`src/execute_pkg.sv`:
```
`default_nettype none

package execute_pkg;

  typedef logic [31:0] word_t;
  typedef logic [4:0] reg_addr_t;
  typedef logic [3:0] alu_op_t;
  typedef logic [1:0] mul_op_t;
  typedef logic [1:0] div_op_t;
  typedef logic [2:0] lsu_op_t;
  typedef logic [3:0] byte_enable_t;
  typedef logic [3:0] ecause_t;

  localparam alu_op_t ALU_ADD = 4'd0;
  localparam alu_op_t ALU_SUB = 4'd1;
  localparam alu_op_t ALU_SLL = 4'd2;
  localparam alu_op_t ALU_SLT = 4'd3;
  localparam alu_op_t ALU_SLTU = 4'd4;
  localparam alu_op_t ALU_XOR = 4'd5;
  localparam alu_op_t ALU_SRL = 4'd6;
  localparam alu_op_t ALU_SRA = 4'd7;
  localparam alu_op_t ALU_OR = 4'd8;
  localparam alu_op_t ALU_AND = 4'd9;

  // Low bits of funct3
  localparam mul_op_t MUL_MUL = 2'd0;
  localparam mul_op_t MUL_MULH = 2'd1;
  localparam mul_op_t MUL_MULHSU = 2'd2;
  localparam mul_op_t MUL_MULHU = 2'd3;

  localparam div_op_t DIV_DIV = 2'd0;
  localparam div_op_t DIV_DIVU = 2'd1;
  localparam div_op_t DIV_REM = 2'd2;
  localparam div_op_t DIV_REMU = 2'd3;

  // Load funct3 encoding
  localparam lsu_op_t LSU_LB = 3'd0;
  localparam lsu_op_t LSU_LH = 3'd1;
  localparam lsu_op_t LSU_LW = 3'd2;
  localparam lsu_op_t LSU_LBU = 3'd4;
  localparam lsu_op_t LSU_LHU = 3'd5;

  // Machine mode mcause values
  localparam ecause_t EXC_ILLEGAL_INSTRUCTION = 4'd2;
  localparam ecause_t EXC_BREAKPOINT = 4'd3;
  localparam ecause_t EXC_LOAD_ACCESS_FAULT = 4'd5;
  localparam ecause_t EXC_STORE_ACCESS_FAULT = 4'd7;
  localparam ecause_t EXC_ECALL_M = 4'd11;

endpackage

`default_nettype wire

```
`src/alu.sv`:
```
`default_nettype none

module alu (
  input  execute_pkg::word_t   rdata1,
  input  execute_pkg::word_t   rdata2,
  input  execute_pkg::word_t   imm,
  input  logic                 sel,
  input  execute_pkg::alu_op_t alu_op,
  output execute_pkg::word_t   result
);

  execute_pkg::word_t operand;
  logic [4:0] shamt;

  // Register form when rs2 is read
  assign operand = sel ? rdata2 : imm;
  assign shamt = operand[4:0];

  always_comb begin
    case (alu_op)
      execute_pkg::ALU_ADD: result = rdata1 + operand;
      execute_pkg::ALU_SUB: result = rdata1 - operand;
      execute_pkg::ALU_SLL: result = rdata1 << shamt;
      execute_pkg::ALU_SLT: result = {31'b0, $signed(rdata1) < $signed(operand)};
      execute_pkg::ALU_SLTU: result = {31'b0, rdata1 < operand};
      execute_pkg::ALU_XOR: result = rdata1 ^ operand;
      execute_pkg::ALU_SRL: result = rdata1 >> shamt;
      execute_pkg::ALU_SRA: result = $signed(rdata1) >>> shamt;
      execute_pkg::ALU_OR: result = rdata1 | operand;
      execute_pkg::ALU_AND: result = rdata1 & operand;
      default: result = '0;
    endcase
  end

endmodule

`default_nettype wire

```
`src/divider.sv`:
```
`default_nettype none

module divider (
  input  logic                 clock,
  input  logic                 reset,
  input  logic                 enable,
  input  execute_pkg::div_op_t op,
  input  execute_pkg::word_t   rdata1,
  input  execute_pkg::word_t   rdata2,
  output logic                 ready,
  output execute_pkg::word_t   result
);

  typedef enum logic [1:0] {IDLE, RUN, DONE} state_t;

  state_t state;
  logic [4:0] count;
  logic rem_sel;
  logic neg_quo;
  logic neg_rem;
  logic op_signed;
  execute_pkg::word_t divisor;
  execute_pkg::word_t quo;
  execute_pkg::word_t rem;
  execute_pkg::word_t mag1;
  execute_pkg::word_t mag2;
  logic [32:0] rem_shift;
  logic [32:0] diff;

  assign op_signed = (op == execute_pkg::DIV_DIV) || (op == execute_pkg::DIV_REM);
  assign mag1 = (op_signed && rdata1[31]) ? -rdata1 : rdata1;
  assign mag2 = (op_signed && rdata2[31]) ? -rdata2 : rdata2;

  // Restoring step, quotient bits enter from the right
  assign rem_shift = {rem, quo[31]};
  assign diff = rem_shift - {1'b0, divisor};

  always_ff @(posedge clock) begin
    if (reset == 0) begin
      state <= IDLE;
    end else begin
      case (state)
        IDLE: begin
          if (enable) begin
            state <= (rdata2 == '0) ? DONE : RUN;
          end
        end
        RUN: begin
          if (count == 5'd31) begin
            state <= DONE;
          end
        end
        default: state <= IDLE;
      endcase
    end
  end

  always_ff @(posedge clock) begin
    if (state == IDLE && enable) begin
      rem_sel <= (op == execute_pkg::DIV_REM) || (op == execute_pkg::DIV_REMU);
      divisor <= mag2;
      count <= '0;
      if (rdata2 == '0) begin
        quo <= '1;
        rem <= rdata1;
        neg_quo <= 1'b0;
        neg_rem <= 1'b0;
      end else begin
        quo <= mag1;
        rem <= '0;
        neg_quo <= op_signed & (rdata1[31] ^ rdata2[31]);
        neg_rem <= op_signed & rdata1[31];
      end
    end else if (state == RUN) begin
      count <= count + 5'd1;
      if (diff[32] == 1'b0) begin
        rem <= diff[31:0];
        quo <= {quo[30:0], 1'b1};
      end else begin
        rem <= rem_shift[31:0];
        quo <= {quo[30:0], 1'b0};
      end
    end
  end

  // Overflow needs no special case, the magnitude of the minimum wraps back to itself
  assign ready = state == DONE;
  assign result = rem_sel ? (neg_rem ? -rem : rem) : (neg_quo ? -quo : quo);

  assert property (@(posedge clock) disable iff (reset == 0) enable |-> state == IDLE);

endmodule

`default_nettype wire

```
`src/execute_stage.sv`:
```
`default_nettype none

module execute_stage (
  input  logic                      clock,
  input  logic                      reset,
  input  logic                      issue,
  input  logic                      clear,
  input  execute_pkg::word_t        pc, instr, address,
  input  execute_pkg::word_t        rdata1, rdata2, imm, sdata,
  input  execute_pkg::reg_addr_t    waddr,
  input  logic                      wren, rden2, lui, auipc, jal, jalr,
  input  logic                      load, store, mult, division,
  input  logic                      ecall, ebreak, illegal,
  input  execute_pkg::alu_op_t      alu_op,
  input  execute_pkg::mul_op_t      mul_op,
  input  execute_pkg::div_op_t      div_op,
  input  execute_pkg::lsu_op_t      lsu_op,
  input  execute_pkg::byte_enable_t byte_enable,
  input  logic                      mem_ready,
  input  logic                      mem_error,
  input  execute_pkg::word_t        mem_rdata,
  input  execute_pkg::word_t        alu_result,
  input  logic                      mul_ready,
  input  execute_pkg::word_t        mul_result,
  input  logic                      div_ready,
  input  execute_pkg::word_t        div_result,
  input  execute_pkg::word_t        load_data,
  output execute_pkg::word_t        operand_a, operand_b, alu_imm,
  output logic                      alu_sel,
  output execute_pkg::alu_op_t      alu_func,
  output logic                      mul_enable,
  output execute_pkg::mul_op_t      mul_func,
  output logic                      div_enable,
  output execute_pkg::div_op_t      div_func,
  output execute_pkg::word_t        load_rdata,
  output execute_pkg::byte_enable_t load_byte_enable,
  output execute_pkg::lsu_op_t      load_func,
  output logic                      stall,
  output logic                      write_enable,
  output execute_pkg::reg_addr_t    write_addr,
  output execute_pkg::word_t        write_data,
  output logic                      exception,
  output execute_pkg::ecause_t      ecause,
  output execute_pkg::word_t        epc,
  output execute_pkg::word_t        etval,
  output logic                      retired
);

  logic active;
  logic trap_decode;
  logic mem_access;
  logic mul_live;
  logic div_live;
  logic launched;
  logic div_stale;
  logic [3:0] mul_stale;
  logic mul_drop;
  logic mul_done;
  logic div_done;
  logic cancel_mul;
  logic cancel_div;
  logic done;
  logic fault;
  logic take_exc;
  execute_pkg::word_t npc;
  execute_pkg::word_t wdata;
  execute_pkg::ecause_t cause;
  execute_pkg::word_t tval;

  assign active = issue & ~clear;
  assign trap_decode = illegal | ebreak | ecall;
  assign mem_access = (load | store) & ~trap_decode;
  assign mul_live = mult & ~trap_decode;
  assign div_live = division & ~trap_decode;

  assign operand_a = rdata1;
  assign operand_b = rdata2;
  assign alu_imm = imm;
  assign alu_sel = rden2;
  assign alu_func = alu_op;
  assign mul_func = mul_op;
  assign div_func = div_op;
  assign load_rdata = mem_rdata;
  assign load_byte_enable = byte_enable;
  assign load_func = lsu_op;

  // Readies still owed to cancelled operations are dropped
  assign mul_drop = mul_ready & (mul_stale != '0);
  assign mul_done = mul_ready & ~mul_drop;
  assign div_done = div_ready & ~div_stale;

  assign mul_enable = active & mul_live & ~launched;
  assign div_enable = active & div_live & ~launched & ~div_stale;

  assign cancel_mul = clear & launched & mul_live & ~mul_done;
  assign cancel_div = clear & launched & div_live & ~div_done;

  assign done = mul_live ? mul_done :
                div_live ? div_done :
                mem_access ? mem_ready : 1'b1;

  assign stall = active & ~done;
  assign fault = mem_access & mem_ready & mem_error;
  assign take_exc = trap_decode | fault;

  // Compressed encodings step by 2
  assign npc = pc + ((instr[1:0] == 2'b11) ? 32'd4 : 32'd2);

  always_comb begin
    wdata = alu_result;
    if (auipc) begin
      wdata = address;
    end else if (lui) begin
      wdata = imm;
    end else if (jal | jalr) begin
      wdata = npc;
    end
    if (mul_live) begin
      wdata = mul_result;
    end else if (div_live) begin
      wdata = div_result;
    end else if (load) begin
      wdata = load_data;
    end
  end

  always_comb begin
    tval = instr;
    if (illegal) begin
      cause = execute_pkg::EXC_ILLEGAL_INSTRUCTION;
    end else if (ebreak) begin
      cause = execute_pkg::EXC_BREAKPOINT;
    end else if (ecall) begin
      cause = execute_pkg::EXC_ECALL_M;
    end else begin
      cause = load ? execute_pkg::EXC_LOAD_ACCESS_FAULT : execute_pkg::EXC_STORE_ACCESS_FAULT;
      tval = address;
    end
  end

  always_ff @(posedge clock) begin
    if (reset == 0) begin
      launched <= 1'b0;
      div_stale <= 1'b0;
      mul_stale <= '0;
    end else begin
      if (clear | mul_done | div_done) begin
        launched <= 1'b0;
      end else if (mul_enable | div_enable) begin
        launched <= 1'b1;
      end
      if (cancel_div) begin
        div_stale <= 1'b1;
      end else if (div_ready) begin
        div_stale <= 1'b0;
      end
      // Enough for up to 15 multiplier stages
      mul_stale <= mul_stale + {3'b0, cancel_mul} - {3'b0, mul_drop};
    end
  end

  always_ff @(posedge clock) begin
    if (reset == 0) begin
      write_enable <= 1'b0;
      exception <= 1'b0;
      retired <= 1'b0;
    end else begin
      write_enable <= active & done & ~take_exc & (mem_access ? load : wren) & (waddr != '0);
      exception <= active & done & take_exc;
      retired <= active & done & ~take_exc;
    end
  end

  always_ff @(posedge clock) begin
    write_addr <= waddr;
    write_data <= wdata;
    ecause <= cause;
    epc <= pc;
    etval <= tval;
  end

  assert property (@(posedge clock) disable iff (reset == 0)
    stall |=> !write_enable && !exception);

  assert property (@(posedge clock) disable iff (reset == 0)
    mul_enable |=> launched && !mul_enable);

  // Source holds the instruction while stalled
  assert property (@(posedge clock) disable iff (reset == 0)
    stall |=> $stable({pc, instr, address, sdata, waddr}));

endmodule

`default_nettype wire

```
`src/execute_unit.sv`:
```
`default_nettype none

module execute_unit #(
  parameter int MUL_STAGES = 2
) (
  input  logic                      clock,
  input  logic                      reset,
  input  logic                      issue,
  input  logic                      clear,
  input  execute_pkg::word_t        pc, instr, address,
  input  execute_pkg::word_t        rdata1, rdata2, imm, sdata,
  input  execute_pkg::reg_addr_t    waddr,
  input  logic                      wren, rden2, lui, auipc, jal, jalr,
  input  logic                      load, store, mult, division,
  input  logic                      ecall, ebreak, illegal,
  input  execute_pkg::alu_op_t      alu_op,
  input  execute_pkg::mul_op_t      mul_op,
  input  execute_pkg::div_op_t      div_op,
  input  execute_pkg::lsu_op_t      lsu_op,
  input  execute_pkg::byte_enable_t byte_enable,
  input  logic                      mem_ready,
  input  logic                      mem_error,
  input  execute_pkg::word_t        mem_rdata,
  output logic                      stall,
  output logic                      write_enable,
  output execute_pkg::reg_addr_t    write_addr,
  output execute_pkg::word_t        write_data,
  output logic                      exception,
  output execute_pkg::ecause_t      ecause,
  output execute_pkg::word_t        epc,
  output execute_pkg::word_t        etval,
  output logic                      retired
);

  execute_pkg::word_t alu_result, mul_result, div_result, load_data;
  execute_pkg::word_t operand_a, operand_b, alu_imm, load_rdata;
  logic mul_ready, div_ready, alu_sel, mul_enable, div_enable;
  execute_pkg::alu_op_t alu_func;
  execute_pkg::mul_op_t mul_func;
  execute_pkg::div_op_t div_func;
  execute_pkg::lsu_op_t load_func;
  execute_pkg::byte_enable_t load_byte_enable;

  execute_stage stage_i (.*);

  alu alu_i (
    .rdata1 (operand_a),
    .rdata2 (operand_b),
    .imm    (alu_imm),
    .sel    (alu_sel),
    .alu_op (alu_func),
    .result (alu_result)
  );

  multiplier #(
    .MUL_STAGES (MUL_STAGES)
  ) multiplier_i (
    .clock  (clock),
    .reset  (reset),
    .enable (mul_enable),
    .op     (mul_func),
    .rdata1 (operand_a),
    .rdata2 (operand_b),
    .ready  (mul_ready),
    .result (mul_result)
  );

  divider divider_i (
    .clock  (clock),
    .reset  (reset),
    .enable (div_enable),
    .op     (div_func),
    .rdata1 (operand_a),
    .rdata2 (operand_b),
    .ready  (div_ready),
    .result (div_result)
  );

  load_align load_align_i (
    .rdata       (load_rdata),
    .byte_enable (load_byte_enable),
    .lsu_op      (load_func),
    .data        (load_data)
  );

endmodule

`default_nettype wire

```
`src/load_align.sv`:
```
`default_nettype none

module load_align (
  input  execute_pkg::word_t        rdata,
  input  execute_pkg::byte_enable_t byte_enable,
  input  execute_pkg::lsu_op_t      lsu_op,
  output execute_pkg::word_t        data
);

  logic [7:0] lane_byte;
  logic [15:0] lane_half;

  always_comb begin
    case (byte_enable)
      4'b0010: lane_byte = rdata[15:8];
      4'b0100: lane_byte = rdata[23:16];
      4'b1000: lane_byte = rdata[31:24];
      default: lane_byte = rdata[7:0];
    endcase
  end

  // Upper half when lanes 2 and 3 are enabled
  assign lane_half = byte_enable[2] ? rdata[31:16] : rdata[15:0];

  always_comb begin
    case (lsu_op)
      execute_pkg::LSU_LB: data = {{24{lane_byte[7]}}, lane_byte};
      execute_pkg::LSU_LBU: data = {24'b0, lane_byte};
      execute_pkg::LSU_LH: data = {{16{lane_half[15]}}, lane_half};
      execute_pkg::LSU_LHU: data = {16'b0, lane_half};
      default: data = rdata;
    endcase
  end

endmodule

`default_nettype wire

```
`src/multiplier.sv`:
```
`default_nettype none

module multiplier #(
  parameter int MUL_STAGES = 2
) (
  input  logic                 clock,
  input  logic                 reset,
  input  logic                 enable,
  input  execute_pkg::mul_op_t op,
  input  execute_pkg::word_t   rdata1,
  input  execute_pkg::word_t   rdata2,
  output logic                 ready,
  output execute_pkg::word_t   result
);

  logic a_signed;
  logic b_signed;
  logic signed [32:0] a_ext;
  logic signed [32:0] b_ext;
  logic signed [65:0] product;
  execute_pkg::word_t product_word;
  execute_pkg::word_t pipe_data [MUL_STAGES];
  logic [MUL_STAGES-1:0] pipe_valid;

  // One extra bit covers every signedness mix
  assign a_signed = (op == execute_pkg::MUL_MULH) || (op == execute_pkg::MUL_MULHSU);
  assign b_signed = op == execute_pkg::MUL_MULH;
  assign a_ext = {a_signed & rdata1[31], rdata1};
  assign b_ext = {b_signed & rdata2[31], rdata2};
  assign product = a_ext * b_ext;

  assign product_word = (op == execute_pkg::MUL_MUL) ? product[31:0] : product[63:32];

  always_ff @(posedge clock) begin
    pipe_data[0] <= product_word;
    for (int i = 1; i < MUL_STAGES; i++) begin
      pipe_data[i] <= pipe_data[i-1];
    end
  end

  // Valid bit shifts alongside the data
  always_ff @(posedge clock) begin
    if (reset == 0) begin
      pipe_valid <= '0;
    end else begin
      pipe_valid[0] <= enable;
      for (int i = 1; i < MUL_STAGES; i++) begin
        pipe_valid[i] <= pipe_valid[i-1];
      end
    end
  end

  assign ready = pipe_valid[MUL_STAGES-1];
  assign result = pipe_data[MUL_STAGES-1];

endmodule

`default_nettype wire

```
`config.mk`:
```
export PLATFORM = sky130hd
export DESIGN_NAME = execute_unit
export DESIGN_NICKNAME = d
export VERILOG_FILES = /design/src/execute_pkg.sv /design/src/alu.sv /design/src/divider.sv /design/src/execute_stage.sv /design/src/execute_unit.sv /design/src/load_align.sv /design/src/multiplier.sv
export SDC_FILE = /design/constraint.sdc
export NUM_CORES = 2
export LEC_CHECK = 0
export ABC_AREA = 1
export ABC_CLOCK_PERIOD_IN_PS = 22100
export BUFFER_PORTS_ARGS = -buffer_cell sky130_fd_sc_hd__buf_2
export CORE_MARGIN = 2
export CORE_UTILIZATION = 40
export CTS_CLUSTER_DIAMETER = 40
export DETAILED_ROUTE_END_ITERATION = 6
export GPL_TIMING_DRIVEN = 1
export PLACE_DENSITY = 0.6
export SLEW_MARGIN = 10
export SYNTH_ARGS = -nofsm -noshare
export SYNTH_HDL_FRONTEND = slang
export SYNTH_HIERARCHICAL = 1
export SYNTH_SLANG_ARGS = --single-unit
```
`constraint.sdc`:
```
create_clock -name clock -period 22.1 [get_ports clock]
set_input_delay 1.105 -clock clock [delete_from_list [all_inputs] [get_ports clock]]
set_output_delay 1.105 -clock clock [all_outputs]
set_load 0.02 [all_outputs]
```
Yosys cells after proc, flatten, opt, wreduce, memory -nomap -nowiden
Memory sizes are Yosys's and may differ from the RTL's.
Cells that the tools add are included.
{"block": "word_totals", "reg_bits": 222, "elab_cells": 178, "ram_bits": 64, "memories": 1}
{"block": "op_classes", "reduce_logical": 20, "n_addsub": 11, "shifts": 3, "bitwise_logic": 51, "n_mux": 42, "eq_ne": 25, "order_cmp": 2, "n_mul": 1}
{"memory": "multiplier_i.pipe_data", "words": 2, "width": 32, "rd": 2, "rd_ports_with_merged_regs": 0, "wr": 2, "line_no": "multiplier.sv:22", "rtl": "execute_pkg::word_t pipe_data [MUL_STAGES];"}
{"op": "$mux 32", "n": 23}
{"op": "$pmux 32 s10", "n": 1}
{"op": "$neg 32->32", "n": 4}
{"op": "$pmux 32 s4", "n": 1}
{"op": "$add 32x32->32", "n": 2}
{"op": "$lt 32x32->1", "n": 2}
{"op": "$mul 33x33->64", "n": 1}
{"op": "$sub 33x32->33", "n": 1}
{"op": "$and 32x32->32", "n": 1}
{"op": "$logic_not 32->1", "n": 1}
{"op": "$or 32x32->32", "n": 1}
{"op": "$shl 32x5->32", "n": 1}
{"op": "$shr 32x5->32", "n": 1}
{"op": "$sshr 32x5->32", "n": 1}
{"op": "$sub 32x32->32", "n": 1}
{"op": "$xor 32x32->32", "n": 1}
{"op": "$and 1x1->1", "n": 29}
{"op": "$pmux 8 s3", "n": 1}
{"op": "$eq 4x3->1 const B", "n": 5}
{"op": "$mux 16", "n": 1}
{"op": "$eq 4x2->1 const B", "n": 3}
{"op": "$eq 4x4->1 const B", "n": 3}
{"op": "$eq 2x2->1 const B", "n": 5}
{"op": "$not 1->1", "n": 10}
{"op": "27 further kinds", "n": 55}

Logic depth before layout (Yosys ltp)
{"block": "logic_depth", "ltp_word": 11, "mapped_depth": 38, "mapped_depth_nobuf": 36}

Modules after synthesis
The synthesis kept the hierarchy.
{"module": "multiplier", "n_inst": 1, "area_each_um2": 41639.9, "cells_per_inst": 5209, "seq_area_each_um2": 1321.3}
{"module": "divider", "n_inst": 1, "area_each_um2": 10960.5, "cells_per_inst": 1728, "seq_area_each_um2": 3113.0}
{"module": "alu", "n_inst": 1, "area_each_um2": 10940.5, "cells_per_inst": 2242, "seq_area_each_um2": 0.0}
{"module": "execute_stage", "n_inst": 1, "area_each_um2": 7367.1, "cells_per_inst": 1163, "seq_area_each_um2": 2282.2}
{"module": "load_align", "n_inst": 1, "area_each_um2": 992.2, "cells_per_inst": 211, "seq_area_each_um2": 0.0}

Worst setup path after synthesis
No wires, ideal clock.
{"block": "synth_path", "path_type": "in2reg", "from": "input mul_op[0]", "to": "memory multiplier_i/pipe_data[0][23] (netlist bit)", "path_stages": 32, "required_ns": 21.984, "setup_time_ns": 0.116, "slack_ns": 13.663, "path_buffers": 2, "t_arrival_ns": 8.321, "cell_sequence": "buf_4 > inv_1 > ha_1 > nand2_2 > inv_2 > clkbuf_1 > nand2_1 > inv_1 > fa_1 > inv_1 > fa_1 > inv_1 > fa_1 > inv_1 > fa_1 > fa_1 > fa_1 > fa_1 > fa_1 > inv_1 > ha_1 > nand2_1 > nor2_1 > inv_1 > nor2_1 > nand2_1 > nor3_1 > nand2_1 > nand3_1 > nand2_1 > nand3_1 > nand2_1"}
{"item": "from (decl)", "line_no": "execute_unit.sv:17", "rtl": "input execute_pkg::mul_op_t mul_op,"}
{"item": "to (decl)", "line_no": "multiplier.sv:22"}

==> impl_metrics.ini <==
[timing]
drv_slew = 0
whs_ps = 321
finalHoldViolCount = 0
tightest_slew_ps = 1100
grt_setup_unrepaired = no
slew_headroom = 0.260
setup_viol = 0
fin_crit_sh = 0.435
finalWorstSetupSlack_ps = 12480
skew_ps = 35.7
tns_ps = 0
timing.fmax_mhz = 104
min_period_ps = 9620

[hold_path]
holdPathEnd = multiplier_i/pipe_data[0][33]
whs_path_depth = 0
min_from = multiplier_i/pipe_data[0][1]
hp-class = reg -> reg

[clock_network]
cts_tree = yes
cts_buffers = 60
clkLatencyLatePin_ps = 680
cts.sinks = 286
path_clk_slew_ps = 50
ctsHtreeMaxLevel = 2
post_cts_buffers = 0
cts_resized = 0
cts.path.max_buffers = 3
holdBufCountCts = 0
root_buffer = clkbuf_16

[worst_setup_path]
crit_top_cell = inv_1
critPathLaunchType = primary input
worstPathArrival_ps = 10100
cp-end-kind = flip-flop
slowest_delay_ps = 970
r2r-end = divider_i/rem[15]
reg2reg_slack_ps = 18910
cpMaxStageDelayCell = fa_1
r2r_cells = 7
required_ps = 22580
crit_fanout = 18
worstReg2RegStart = stage_i/launched
worstSetupPathType = in -> reg

[logic_synthesis]
yosysMostFrequentCell = nand2_1
netlist.area_leader.share = 0.315
synthTopCellsByArea = fa_1, nand2_1, inv_1, ha_1, nand3_1
synthesis.area_um2 = 71900
synthTopCellsByCount = nand2_1, inv_1, fa_1
syn_inst = 10600
syn_area_per_cell_um2 = 6.81
ys_warn_count = 6
synth-edff-count = 99
synth_top_area_cell = fa_1
async_flop_share = 0
yosysUniqueCellTypes = 73
ys_ff_latch = 286
synth-seq-area-share = 0.0934
ys.flop_type = dfxtp_1
syn-num-nets = 12300

[place]
gp_congestion = 1.00
pre_cts_ws_ps = 11810
io_buffers = 371
dp_hpwl_mm = 255

[detailed_routing]
top_layer_used = met4
totalWireLength_mm = 322
drtPass1Iterations = 6
wl_met1_mm = 134
ant_nets = 0
routedWlPerCell_um = 25.0
vias_per_cell = 5.36
wl_met3_mm = 24.5
dr_wl_met2_mm = 143
drtIter0Drc = 7104
vias = 69000
route.detailed.drc = 0

[run]
maxCapViolCount = 0

[floorplan]
core-area_um2 = 179000
die_width_um = 428
initial_core_util = 0.403
rows = 155
fp.dieH_um = 428
io_pins = 404
die_area_um2 = 183000

[global_route]
grt_overflow = 0
grt_util_all_layers = 0.349
grt_pass1_wl_mm = 471
antenna_found_initial = 25
grt_max_degree = 68
grt_pass1_vias = 69400

[finish]
area_delta_synth_final_pct = 6.07
drive_gt1_frac = 0.0755
nets = 12200

[status]
status = complete, no violations
-- area by class of cell --
class                   count  area (µm²)
clock inverters            49         543
flip-flops and latches    286        6720
well taps                2355        2950
inverters                2328        8750
repair buffers            484        2720
diodes                     12        30.0
fillers                 18900      102000
multi-input cells        7298       53000
clock buffers              65        1540
-- cells in the final DEF, fill, tap and decap left out, drive strengths merged, types with 10 or more instances in the layout --
cell type	count
o21bai	27
nand3b	31
edfxtp	99
o22ai	22
nor2	746
buf	484
a31oi	19
a21oi	318
a22oi	17
o211ai	16
clkbuf	65
ha	362
nand3	813
diode	12
fa	1130
o21ai	366
xnor2	38
nor3	79
or2	50
inv	2335
nand2	3061
dfxtp	187
xor2	56
o221ai	10
nand4	71
clkinv	29
-- logic make-up (layout without fill, tap and decap cells) --
group / count (synthesis) / after routing / synth area share
AO/OA/AOI/OAI: 840 / 840 / 0.0656
flip-flops: 286 / 286 / 0.0934
XOR/XNOR: 94 / 94 / 0.0115
buffers and inverters: 2969 / 2926 / 0.170
other: 0 / 12 / 0
AND/OR/NAND/NOR: 4872 / 4872 / 0.282
adder cells (fa/ha/maj): 1492 / 1492 / 0.378
-- layer usage --
| layer | GRT usage | vias to the layer above |
|---|---|---|
| li1 | - | 31200 |
| met5 | 0 | - |
| met3 | 0.0474 | 697 |
| met1 | 0.466 | 34000 |
| met2 | 0.553 | 3098 |
| met4 | 0.181 | 0 |
-- sequential cells by signal, indices dropped and copies added (netlist names), 4 cells and up --
register	flops
stage_i/ecause	4
divider_i/quo	32
stage_i/etval	32
stage_i/write_addr	5
stage_i/mul_stale	4
divider_i/divisor	32
multiplier_i/pipe_data	64
stage_i/epc	32
stage_i/write_data	32
divider_i/rem	32
divider_i/count	5
-- worst max-delay path by stage --
stage / startpoint / endpoint
floorplan: mul_op[0] / multiplier_i/pipe_data[0][23]
global placement: mul_op[0] / multiplier_i/pipe_data[0][23]
detailed placement: mul_op[0] / multiplier_i/pipe_data[0][31]
CTS: mul_op[0] / multiplier_i/pipe_data[0][31]
global route: mul_op[0] / multiplier_i/pipe_data[0][31]
finish: mul_op[0] / multiplier_i/pipe_data[0][31]
-- stage by stage --
| step | util | instances | area, µm² |
|---|---|---|---|
| floorplan | - | 10600 | 71900 |
| global placement | 0.415 | 12800 | 74100 |
| detailed placement | 0.415 | 12800 | 74100 |
| CTS | 0.427 | 12900 | 76200 |
| global route | 0.427 | 12900 | 76200 |
| finish | 0.427 | 12900 | 76300 |
-- critical path, delay by kind of cell --
family,cells,cell delay (ps)
adder cells (fa/ha/maj),10,5370
buffers and inverters,14,2210
AND/OR/NAND/NOR,11,1320
AO/OA/AOI/OAI,1,50
Power is not shown: default switching activity piles up to over one toggle a cycle in this logic, so the estimate is an artifact.
